$ cat config.mk
export PLATFORM = sky130hd
export DESIGN_NAME = vaddrgen
export DESIGN_NICKNAME = d
export VERILOG_FILES = /design/src/vaddr_insn_pkg.sv /design/src/vaddr_axi_pkg.sv /design/src/lsu_queue_if.sv /design/src/addr_req_if.sv /design/src/vaddrgen.sv /design/src/lsu_req_fifo.sv /design/src/vaddr_axi_reqgen.sv /design/src/vaddr_insn_ctrl.sv
export SDC_FILE = /design/constraint.sdc
export NUM_CORES = 1
export LEC_CHECK = 0
export ABC_CLOCK_PERIOD_IN_PS = 5300
export BUFFER_PORTS_ARGS = -buffer_cell sky130_fd_sc_hd__buf_2
export CAP_MARGIN = 20
export CORE_MARGIN = 3
export CORE_UTILIZATION = 50
export CTS_CLUSTER_SIZE = 10
export DETAILED_ROUTE_END_ITERATION = 10
export MAX_ROUTING_LAYER = met4
export PLACE_DENSITY_LB_ADDON = 0.3
export SYNTH_ARGS = -nofsm -noshare
export SYNTH_HDL_FRONTEND = slang
export SYNTH_SLANG_ARGS = --single-unit
$ cat constraint.sdc
create_clock -name clk_i -period 5.3 [get_ports clk_i]
set_input_delay 0.265 -clock clk_i [delete_from_list [all_inputs] [get_ports clk_i]]
set_output_delay 0.265 -clock clk_i [all_outputs]
set_load 0.01 [all_outputs]
$ cat src/vaddr_insn_pkg.sv
// Vector memory instruction package
// Operation and element width encodings, length and stride types

package vaddr_insn_pkg;

  ////////////////////////////////////////
  // Instruction fields
  ////////////////////////////////////////

  // Width of the vector length field
  localparam int unsigned VlWidth       = 16;
  // Width of the byte stride
  localparam int unsigned StrideWidth   = 32;
  // Entries in the queue toward the load/store units
  localparam int unsigned LsuQueueDepth = 4;

  // Element width, encoded as log2 of the byte count
  typedef enum logic [1:0] {
    EW8  = 2'd0,
    EW16 = 2'd1,
    EW32 = 2'd2,
    EW64 = 2'd3
  } vew_e;

  // Supported memory operations
  typedef enum logic [1:0] {
    VLE,   // unit-stride load
    VSE,   // unit-stride store
    VLSE,  // strided load
    VSSE   // strided store
  } mem_op_e;

  typedef logic [VlWidth-1:0]            vlen_t;
  typedef logic signed [StrideWidth-1:0] stride_t;

  // Loads go out on AR, stores on AW
  function automatic logic is_load_op(mem_op_e op);
    return op inside {VLE, VLSE};
  endfunction

  // Unit-stride accesses map onto one INCR burst
  function automatic logic is_unit_stride(mem_op_e op);
    return op inside {VLE, VSE};
  endfunction

endpackage

$ cat src/vaddr_axi_pkg.sv
// Vector address generator AXI package
// Bus geometry, burst constants and the load/store queue entry

package vaddr_axi_pkg;

  ////////////////////////////////////////
  // Bus geometry
  ////////////////////////////////////////

  // Address bus width, in bits
  localparam int unsigned AxiAddrWidth   = 32;
  // Data bus width, in bits
  localparam int unsigned AxiDataWidth   = 64;
  // Bytes carried by one full beat
  localparam int unsigned AxiStrbBytes   = AxiDataWidth / 8;
  // Address bits below the bus word, also the full-bus beat size
  localparam int unsigned AxiOffsetWidth = $clog2(AxiStrbBytes);

  // Field widths on AR/AW
  localparam int unsigned AxiSizeWidth   = 3;
  localparam int unsigned AxiLenWidth    = 8;
  localparam int unsigned AxiBurstWidth  = 2;
  localparam int unsigned AxiCacheWidth  = 4;

  // Fixed burst and cache attributes
  localparam logic [AxiBurstWidth-1:0] BurstIncr       = 2'b01;
  localparam logic [AxiCacheWidth-1:0] CacheModifiable = 4'b0010;

  ////////////////////////////////////////
  // Field types
  ////////////////////////////////////////

  typedef logic [AxiAddrWidth-1:0]  axi_addr_t;
  typedef logic [AxiLenWidth-1:0]   axi_len_t;
  typedef logic [AxiSizeWidth-1:0]  axi_size_t;
  typedef logic [AxiBurstWidth-1:0] axi_burst_t;
  typedef logic [AxiCacheWidth-1:0] axi_cache_t;

  // One issued request as seen by the load/store units
  typedef struct packed {
    axi_addr_t addr;
    axi_len_t  len;
    axi_size_t size;
    logic      is_load;
  } lsu_req_t;

endpackage
$ cat src/lsu_queue_if.sv
// Push side of the load/store request queue
// Generator pushes entries, the queue reports its fill state and head direction

`timescale 1ns/1ps

interface lsu_queue_if
  import vaddr_axi_pkg::*;
();

  // Write port
  logic     push;
  lsu_req_t entry;

  // Queue status
  logic     full;
  logic     empty;
  // Direction of the oldest entry, only meaningful when not empty
  logic     head_is_load;

  // Request generator side
  modport gen (
    output push, entry,
    input  full, empty, head_is_load
  );

  // Queue side
  modport fifo (
    input  push, entry,
    output full, empty, head_is_load
  );

endinterface

$ cat src/addr_req_if.sv
// Request channel from the instruction controller to the AXI request generator
// Payload holds while valid is high, ready pulses on the last beat

`timescale 1ns/1ps

interface addr_req_if
  import vaddr_axi_pkg::*;
  import vaddr_insn_pkg::*;
();

  // Request payload
  axi_addr_t addr;
  vlen_t     len;
  stride_t   stride;
  vew_e      vew;
  logic      is_load;
  logic      is_burst;

  // Handshake
  logic      valid;
  logic      ready;

  // Instruction controller side
  modport ctrl (
    output addr, len, stride, vew, is_load, is_burst, valid,
    input  ready
  );

  // Request generator side
  modport gen (
    input  addr, len, stride, vew, is_load, is_burst, valid,
    output ready
  );

endinterface

$ cat src/vaddrgen.sv
// Vector memory address generator top level
// Instruction controller, AXI request generator and load/store queue on plain ports

`timescale 1ns/1ps

module vaddrgen
  import vaddr_axi_pkg::*;
  import vaddr_insn_pkg::*;
(
  input  logic       clk_i,
  input  logic       rst_ni,
  // Instruction side
  input  logic       req_valid_i,
  input  mem_op_e    req_op_i,
  input  axi_addr_t  req_addr_i,
  input  vlen_t      req_vl_i,
  input  stride_t    req_stride_i,
  input  vew_e       req_vew_i,
  output logic       ack_o,
  output logic       error_o,
  input  logic       core_st_pending_i,
  // AR channel
  output axi_addr_t  ar_addr_o,
  output axi_len_t   ar_len_o,
  output axi_size_t  ar_size_o,
  output axi_burst_t ar_burst_o,
  output axi_cache_t ar_cache_o,
  output logic       ar_valid_o,
  input  logic       ar_ready_i,
  // AW channel
  output axi_addr_t  aw_addr_o,
  output axi_len_t   aw_len_o,
  output axi_size_t  aw_size_o,
  output axi_burst_t aw_burst_o,
  output axi_cache_t aw_cache_o,
  output logic       aw_valid_o,
  input  logic       aw_ready_i,
  // Load/store unit queue
  output axi_addr_t  lsu_req_addr_o,
  output axi_len_t   lsu_req_len_o,
  output axi_size_t  lsu_req_size_o,
  output logic       lsu_req_is_load_o,
  output logic       lsu_req_valid_o,
  input  logic       lsu_req_ready_i
);

  addr_req_if  areq_if ();
  lsu_queue_if lsuq_if ();

  lsu_req_t lsu_req;

  // Queue head split into separate fields
  assign lsu_req_addr_o    = lsu_req.addr;
  assign lsu_req_len_o     = lsu_req.len;
  assign lsu_req_size_o    = lsu_req.size;
  assign lsu_req_is_load_o = lsu_req.is_load;

  vaddr_insn_ctrl i_insn_ctrl (
    .clk_i        (clk_i),
    .rst_ni       (rst_ni),
    .req_valid_i  (req_valid_i),
    .req_op_i     (req_op_i),
    .req_addr_i   (req_addr_i),
    .req_vl_i     (req_vl_i),
    .req_stride_i (req_stride_i),
    .req_vew_i    (req_vew_i),
    .ack_o        (ack_o),
    .error_o      (error_o),
    .areq         (areq_if.ctrl)
  );

  vaddr_axi_reqgen i_axi_reqgen (
    .clk_i             (clk_i),
    .rst_ni            (rst_ni),
    .core_st_pending_i (core_st_pending_i),
    .areq              (areq_if.gen),
    .lsuq              (lsuq_if.gen),
    .ar_addr_o         (ar_addr_o),
    .ar_len_o          (ar_len_o),
    .ar_size_o         (ar_size_o),
    .ar_burst_o        (ar_burst_o),
    .ar_cache_o        (ar_cache_o),
    .ar_valid_o        (ar_valid_o),
    .ar_ready_i        (ar_ready_i),
    .aw_addr_o         (aw_addr_o),
    .aw_len_o          (aw_len_o),
    .aw_size_o         (aw_size_o),
    .aw_burst_o        (aw_burst_o),
    .aw_cache_o        (aw_cache_o),
    .aw_valid_o        (aw_valid_o),
    .aw_ready_i        (aw_ready_i)
  );

  lsu_req_fifo #(
    .Depth (LsuQueueDepth)
  ) i_lsu_fifo (
    .clk_i           (clk_i),
    .rst_ni          (rst_ni),
    .lsuq            (lsuq_if.fifo),
    .lsu_req_o       (lsu_req),
    .lsu_req_valid_o (lsu_req_valid_o),
    .lsu_req_ready_i (lsu_req_ready_i)
  );

endmodule

$ cat src/lsu_req_fifo.sv
// Load/store request queue
// Circular buffer of issued AXI requests toward the load/store units

`timescale 1ns/1ps

module lsu_req_fifo
  import vaddr_axi_pkg::*;
#(
  parameter int unsigned Depth = 4
) (
  input  logic       clk_i,
  input  logic       rst_ni,
  lsu_queue_if.fifo  lsuq,
  // Toward the load/store units
  output lsu_req_t   lsu_req_o,
  output logic       lsu_req_valid_o,
  input  logic       lsu_req_ready_i
);

  // Storage, written on push only
  lsu_req_t mem_q [Depth];

  logic [$clog2(Depth)-1:0] wr_ptr_q;
  logic [$clog2(Depth)-1:0] rd_ptr_q;
  logic [$clog2(Depth):0]   count_q;
  logic                     pop;

  assign lsuq.empty        = (count_q == '0);
  assign lsuq.full         = (count_q == Depth);
  assign lsuq.head_is_load = mem_q[rd_ptr_q].is_load;

  // Head of queue, valid one cycle after its push
  assign lsu_req_o       = mem_q[rd_ptr_q];
  assign lsu_req_valid_o = !lsuq.empty;
  assign pop             = lsu_req_valid_o && lsu_req_ready_i;

  always_ff @(posedge clk_i or negedge rst_ni) begin
    if (!rst_ni) begin
      wr_ptr_q <= '0;
      rd_ptr_q <= '0;
      count_q  <= '0;
    end else begin
      if (lsuq.push) begin
        wr_ptr_q <= (int'(wr_ptr_q) == Depth - 1) ? '0 : wr_ptr_q + 1'b1;
      end
      if (pop) begin
        rd_ptr_q <= (int'(rd_ptr_q) == Depth - 1) ? '0 : rd_ptr_q + 1'b1;
      end
      // Simultaneous push and pop leave the count unchanged
      if (lsuq.push && !pop) begin
        count_q <= count_q + 1'b1;
      end else if (pop && !lsuq.push) begin
        count_q <= count_q - 1'b1;
      end
    end
  end

  always_ff @(posedge clk_i) begin
    if (lsuq.push) mem_q[wr_ptr_q] <= lsuq.entry;
  end

endmodule

$ cat src/vaddr_axi_reqgen.sv
// AXI request generator for vector loads and stores
// Emits AR/AW beats and matching queue entries, with store narrowing and ordering

`timescale 1ns/1ps

module vaddr_axi_reqgen
  import vaddr_axi_pkg::*;
  import vaddr_insn_pkg::*;
(
  input  logic        clk_i,
  input  logic        rst_ni,
  // Scalar core still has a store in flight
  input  logic        core_st_pending_i,
  addr_req_if.gen     areq,
  lsu_queue_if.gen    lsuq,
  // AR channel
  output axi_addr_t   ar_addr_o,
  output axi_len_t    ar_len_o,
  output axi_size_t   ar_size_o,
  output axi_burst_t  ar_burst_o,
  output axi_cache_t  ar_cache_o,
  output logic        ar_valid_o,
  input  logic        ar_ready_i,
  // AW channel
  output axi_addr_t   aw_addr_o,
  output axi_len_t    aw_len_o,
  output axi_size_t   aw_size_o,
  output axi_burst_t  aw_burst_o,
  output axi_cache_t  aw_cache_o,
  output logic        aw_valid_o,
  input  logic        aw_ready_i
);

  // Position of the lowest set bit, full bus size when none is set
  function automatic axi_size_t trailing_zeros(logic [AxiOffsetWidth-1:0] bits);
    axi_size_t cnt;
    cnt = axi_size_t'(AxiOffsetWidth);
    for (int i = AxiOffsetWidth - 1; i >= 0; i--) begin
      if (bits[i]) cnt = axi_size_t'(i);
    end
    return cnt;
  endfunction

  typedef enum logic [1:0] {IDLE, WAITING, REQUESTING} gen_state_e;

  gen_state_e state_q, state_d;

  // Working copy of the request
  axi_addr_t  addr_q;
  vlen_t      cnt_q;       // elements left, strided only
  stride_t    stride_q;
  vew_e       vew_q;
  logic       is_load_q;
  logic       is_burst_q;
  axi_size_t  eff_size_q;  // beat size for bursts

  axi_addr_t  burst_bytes;
  axi_len_t   beat_len;
  axi_size_t  beat_size;
  logic       order_ok;
  logic       beat_valid;
  logic       ax_ready;
  logic       beat_fire;
  logic       last_beat;

  ////////////////////////////////////////
  // Beat formation
  ////////////////////////////////////////

  // Total bytes of a unit-stride access
  assign burst_bytes = axi_addr_t'(cnt_q) << vew_q;

  // Burst: one beat over the whole range; strided: one element per beat
  assign beat_len  = is_burst_q ? axi_len_t'((burst_bytes - 1'b1) >> eff_size_q) : '0;
  assign beat_size = is_burst_q ? eff_size_q : axi_size_t'(vew_q);

  // No direction change while the other direction is still queued
  assign order_ok   = lsuq.empty || (lsuq.head_is_load == is_load_q);
  assign beat_valid = (state_q == REQUESTING) && order_ok && !lsuq.full;
  assign ax_ready   = is_load_q ? ar_ready_i : aw_ready_i;
  assign beat_fire  = beat_valid && ax_ready;
  // Treats a zero length like a single element
  assign last_beat  = is_burst_q || (cnt_q <= vlen_t'(1));

  assign ar_valid_o = beat_valid && is_load_q;
  assign ar_addr_o  = addr_q;
  assign ar_len_o   = beat_len;
  assign ar_size_o  = beat_size;
  assign ar_burst_o = BurstIncr;
  assign ar_cache_o = CacheModifiable;

  assign aw_valid_o = beat_valid && !is_load_q;
  assign aw_addr_o  = addr_q;
  assign aw_len_o   = beat_len;
  assign aw_size_o  = beat_size;
  assign aw_burst_o = BurstIncr;
  assign aw_cache_o = CacheModifiable;

  // Queue entry goes in together with the AXI transfer
  assign lsuq.push  = beat_fire;
  assign lsuq.entry = '{addr: addr_q, len: beat_len, size: beat_size, is_load: is_load_q};

  assign areq.ready = beat_fire && last_beat;

  ////////////////////////////////////////
  // Control FSM
  ////////////////////////////////////////

  always_comb begin
    state_d = state_q;
    case (state_q)
      IDLE: begin
        if (areq.valid) begin
          // Stores wait for the scalar core to drain
          state_d = (!areq.is_load && core_st_pending_i) ? WAITING : REQUESTING;
        end
      end
      WAITING: begin
        if (!core_st_pending_i) state_d = REQUESTING;
      end
      REQUESTING: begin
        if (beat_fire && last_beat) state_d = IDLE;
      end
      default: state_d = IDLE;
    endcase
  end

  always_ff @(posedge clk_i or negedge rst_ni) begin
    if (!rst_ni) begin
      state_q <= IDLE;
    end else begin
      state_q <= state_d;
    end
  end

  // Request capture and strided advance
  always_ff @(posedge clk_i) begin
    if (state_q == IDLE && areq.valid) begin
      addr_q     <= areq.addr;
      cnt_q      <= areq.len;
      stride_q   <= areq.stride;
      vew_q      <= areq.vew;
      is_load_q  <= areq.is_load;
      is_burst_q <= areq.is_burst;
      // Store off the bus word boundary gets a narrower beat
      if (!areq.is_load && (areq.addr[AxiOffsetWidth-1:0] != '0)) begin
        eff_size_q <= trailing_zeros(areq.addr[AxiOffsetWidth-1:0]);
      end else begin
        eff_size_q <= axi_size_t'(AxiOffsetWidth);
      end
    end else if (beat_fire && !is_burst_q) begin
      addr_q <= addr_q + axi_addr_t'(stride_q);
      cnt_q  <= cnt_q - 1'b1;
    end
  end

endmodule

$ cat src/vaddr_insn_ctrl.sv
// Vector memory instruction controller
// Registers one instruction, checks element alignment and acknowledges it

`timescale 1ns/1ps

module vaddr_insn_ctrl
  import vaddr_axi_pkg::*;
  import vaddr_insn_pkg::*;
(
  input  logic         clk_i,
  input  logic         rst_ni,
  // Instruction side
  input  logic         req_valid_i,
  input  mem_op_e      req_op_i,
  input  axi_addr_t    req_addr_i,
  input  vlen_t        req_vl_i,
  input  stride_t      req_stride_i,
  input  vew_e         req_vew_i,
  output logic         ack_o,
  output logic         error_o,
  // Toward the request generator
  addr_req_if.ctrl     areq
);

  // Base address must be a multiple of the element size
  function automatic logic addr_misaligned(axi_addr_t addr, vew_e vew);
    logic [AxiOffsetWidth-1:0] mask;
    mask = AxiOffsetWidth'((1 << vew) - 1);
    return |(addr[AxiOffsetWidth-1:0] & mask);
  endfunction

  typedef enum logic [1:0] {IDLE, CHECK, ISSUE} ctrl_state_e;

  ctrl_state_e state_q, state_d;

  // Captured instruction
  mem_op_e   op_q;
  axi_addr_t addr_q;
  vlen_t     vl_q;
  stride_t   stride_q;
  vew_e      vew_q;

  logic      misaligned;

  assign misaligned = addr_misaligned(addr_q, vew_q);

  // Request payload straight from the captured instruction
  assign areq.addr     = addr_q;
  assign areq.len      = vl_q;
  assign areq.stride   = stride_q;
  assign areq.vew      = vew_q;
  assign areq.is_load  = is_load_op(op_q);
  assign areq.is_burst = is_unit_stride(op_q);

  ////////////////////////////////////////
  // Control FSM
  ////////////////////////////////////////

  always_comb begin
    state_d    = state_q;
    areq.valid = 1'b0;
    ack_o      = 1'b0;
    error_o    = 1'b0;
    case (state_q)
      IDLE: begin
        if (req_valid_i) state_d = CHECK;
      end
      CHECK: begin
        // Misaligned: error ack, nothing reaches the bus
        if (misaligned) begin
          ack_o   = 1'b1;
          error_o = 1'b1;
          state_d = IDLE;
        end else begin
          areq.valid = 1'b1;
          state_d    = ISSUE;
        end
      end
      ISSUE: begin
        // Hold until the last beat has gone out
        areq.valid = 1'b1;
        if (areq.ready) begin
          ack_o   = 1'b1;
          state_d = IDLE;
        end
      end
      default: state_d = IDLE;
    endcase
  end

  always_ff @(posedge clk_i or negedge rst_ni) begin
    if (!rst_ni) begin
      state_q <= IDLE;
    end else begin
      state_q <= state_d;
    end
  end

  // Instruction capture, only while idle
  always_ff @(posedge clk_i) begin
    if (state_q == IDLE && req_valid_i) begin
      op_q     <= req_op_i;
      addr_q   <= req_addr_i;
      vl_q     <= req_vl_i;
      stride_q <= req_stride_i;
      vew_q    <= req_vew_i;
    end
  end

endmodule

==> key figures <==
Timing
  – Slew HR: 36.4%
  – Final-report setup violation count: 0
  – Unrepaired setup endpoints after global routing: no
  – Tmin final: 4010 ps
  – Hold_ws: 37.0 ps
  – Final TNS setup: 0 ps
  – Final period utilization: 75.6%
  – Hold Vio Cnt, Final: 0
  – Worst Tran Pin Value: 954 ps
  – Max Clk Rate: 0.250 GHz
  – Pins Over Slew Limit: 0
  – Worst clock skew: 18.0 ps

Pwr
  – Pleak: 7.18 nW
  – Total power per unit cell area: 541 nW/µm²
  – Max VDD drop: 0.000312 V

Clock network
  – Postcts setup bufs: 0
  – Num CTS Buffers: 41
  – CTS tree: done
  – Clk_lat worst skew: 520 ps
  – Post-cts resize count: 0
  – Sink Count: 353
  – CTS root buffer: clkbuf_16
  – Clock transition at path regs: 60 ps
  – H-Tree Depth: 2
  – CTS Buffer Depth: 3

Drt
  – DR pass1 iterations: 5
  – Vias: 9,874
  – Drt via density: 5.57
  – # DRC: 0
  – WL final: 35.8 mm
  – ANT nets after route: 0
  – Routed len/inst: 20.2 µm
  – Initial DRC Count: 874

Global route
  – First-pass GRT wire length: 54.9 mm
  – Vias in the first global route: 9,897
  – GRT Residual Overflow: 0
  – Total GRT Usage: 21.4%
  – Largest net degree at the start of global routing: 67
  – Initial antenna violation count: 0

Worst setup path
  – Setup slack, reg-to-reg: 2040 ps
  – FF-to-FF Start: i_axi_reqgen.vew_q[0]$_DFFE_PP_
  – Worst R2R End: i_lsu_fifo.mem_q[0][9]$_DFFE_PP_
  – Crit path max fanout: 22
  – Setup crit start kind: register
  – Critical path arrival: 3740 ps
  – R2R cell count: 6
  – CP Class: register to output port
  – Worst EP required: 5040 ps
  – CP endpoint kind: output port

Final layout
  – Layout cell share with drive strength beyond 1: 25.3%
  – Fillcell total: 2,295
  – Ant. Diodes: 0
  – Final core utilization: 61.8%
  – Nets: 1,492
  – Syn-to-layout area delta: 19.9%

Yosys
  – Avg Inst Size Synth: 14.8 µm²
  – Seq/Total Area, Yosys: 65.9%
  – Syn Std Cell Area: 16,000 µm²
  – Top FF cell, synth: edfxtp_1
  – Post-synth ARST share: 3.12%
  – Leading post-synthesis cells by cell area: edfxtp_1 (64%), mux4_2 (6.3%), ha_1 (3.4%)
  – Mapped Cells: 1,081
  – Number of synthesized flops with an enable pin: 342
  – Flops & latches, synth: 353
  – Area leader, netlist: edfxtp_1
  – Distinct cell type count of the synthesized netlist: 70
  – Synth warn: 0
  – Synth top area share: 64.2%

Placed design
  – Gpl congestion: 0.879
  – I/O Buffers: 222
  – Post-DP HPWL: 23.4 mm

Min path
  – Worst hold stages: 2
  – Worst hold endpoint: i_axi_reqgen.state_q[0]$_DFFE_PN0P_
  – HP Class: primary input to register
  – Hold path startpoint: core_st_pending_i

Floorplanning
  – Core box area: 31,100 µm²
  – Die area: 34,200 µm²
  – Die W: 185 µm
  – IO Count: 238
  – Starting density of the core: 51.5%
  – DIE HEIGHT: 185 µm
  – FP Rows: 64

Run
  – MaxCap Viol Count: 0

Outcome
  – Status: finished clean
cells in the final DEF (no fill, tap or decap), drive strengths merged, types with 9 or more instances in the layout:
cell type | Yosys | routed
a21o | 20 | 20
dfrtp | 11 | 11
nand3 | 16 | 16
dlygate4sd3 | 0 | 85
nor3 | 16 | 16
clkbuf | 29 | 64
xor2 | 20 | 20
o21ai | 52 | 52
nand2b | 10 | 10
conb | 2 | 15
nand2 | 80 | 80
a21oi | 59 | 59
mux2i | 23 | 23
edfxtp | 342 | 342
ha | 43 | 43
nor2 | 47 | 47
inv | 28 | 28
xnor2 | 28 | 28
nor2b | 9 | 9
mux4 | 45 | 45
a211oi | 9 | 9
buf | 71 | 234
per-stage QoR:
stage | std cells | power (mW) | worst slack (ps) | instance area (µm²)
floorplan | 1094 | 6.82 | 850 | 16000
global placement | 1624 | 7.82 | 1910 | 17200
detailed placement | 1624 | 7.91 | 1800 | 17200
CTS | 1774 | 10.5 | 1260 | 19200
global route | 1774 | 11.0 | 941 | 19200
finish | 1774 | 10.4 | 1290 | 19200
metal layers:
metal	up-vias	wire, µm	global-route usage [%]
li1	4630	-	-
met1	4867	15400	28.9
met2	328	17400	34.4
met3	49	2120	3.20
met4	0	859	5.82
met5	-	0	-
cells in the mapped netlist, types with 4 or more instances:
master	n
a211o_1	6
a211oi_1	9
a21o_1	20
a21oi_1	58
and2_1	8
buf_1	11
buf_4	57
clkbuf_1	29
dfrtp_1	11
edfxtp_1	342
ha_1	43
inv_1	28
mux2_2	7
mux2i_1	23
mux4_2	45
nand2_1	79
nand2b_1	10
nand3_1	16
nand3b_1	5
nand4_1	6
nor2_1	47
nor2b_1	9
nor3_1	15
nor4_1	8
o211a_1	7
o211ai_1	6
o21a_1	4
o21ai_0	51
o21bai_1	8
o22ai_1	4
or3_1	7
xnor2_1	28
xor2_1	20
flip-flops by register name, summed over array words and instances, names as in the netlist, 3 cells and up:
register and cells:
i_lsu_fifo.mem_q 172, i_insn_ctrl.areq.stride 32, i_axi_reqgen.stride_q 32, i_axi_reqgen.cnt_q 16, i_axi_reqgen.ar_addr_o 32, i_lsu_fifo.count_q 3
i_insn_ctrl.areq.addr 32, i_insn_ctrl.areq.len 16
final cells by class:
cell class	instances	area (µm²)	share of cell area, %
clock inverter	1	8.76	0.0456
timing repair buffer	319	2050	10.7
tap	396	495	2.58
multi-input combinational	613	4820	25.1
clock buffer	64	1150	6.02
inverter	28	106	0.554
sequential	353	10600	55.0
what timing repair did:
item / in CTS / in global routing
hold buffers: 85 / 0
hold endpoints to repair: 95 / 0
endpoints found under the setup margin: 0 / 0
critical path, cell delays in order, from the launching register on:
cell	delay, ps
edfxtp_1	920
mux4_2	590
inv_1	120
nand4_1	240
o311ai_0	360
o311ai_0	220
o21ai_0	530
buf_2	240
report_power, final:
group,switching (mW),internal (mW),leakage (nW)
sequential,0.408,3.89,3.26
combinational,2.10,1.50,3.36
clock,1.01,1.48,0.559
kinds of logic (layout without fill, tap and decap cells):
family          Yosys count  count (layout)  synth area share, %
compound gates          204             204                 8.20
xor+xnor                 48              48                 2.63
fa+ha+maj                45              45                 3.61
buf+inv                 128             412                 4.40
flops                   353             353                 65.9
mux                      76              76                 8.34
other cells               2              15               0.0469
simple gates            225             225                 6.87
worst max-delay path by stage:
stage / startpoint / end / cells after the start
final: i_axi_reqgen.vew_q[0]$_DFFE_PP_ / aw_len_o[5] / 7
after global routing: i_axi_reqgen.vew_q[0]$_DFFE_PP_ / ar_len_o[5] / 7
after CTS: i_axi_reqgen.vew_q[0]$_DFFE_PP_ / aw_len_o[5] / 7
after detailed placement: i_axi_reqgen.vew_q[0]$_DFFE_PP_ / aw_len_o[5] / 7
after global placement: i_axi_reqgen.vew_q[0]$_DFFE_PP_ / ar_len_o[5] / 7
after floorplan: i_lsu_fifo.rd_ptr_q[0]$_DFFE_PN0P_ / i_axi_reqgen.ar_addr_o[0]$_DFFE_PP_ / 7
Power figures use the tool's default switching activity.
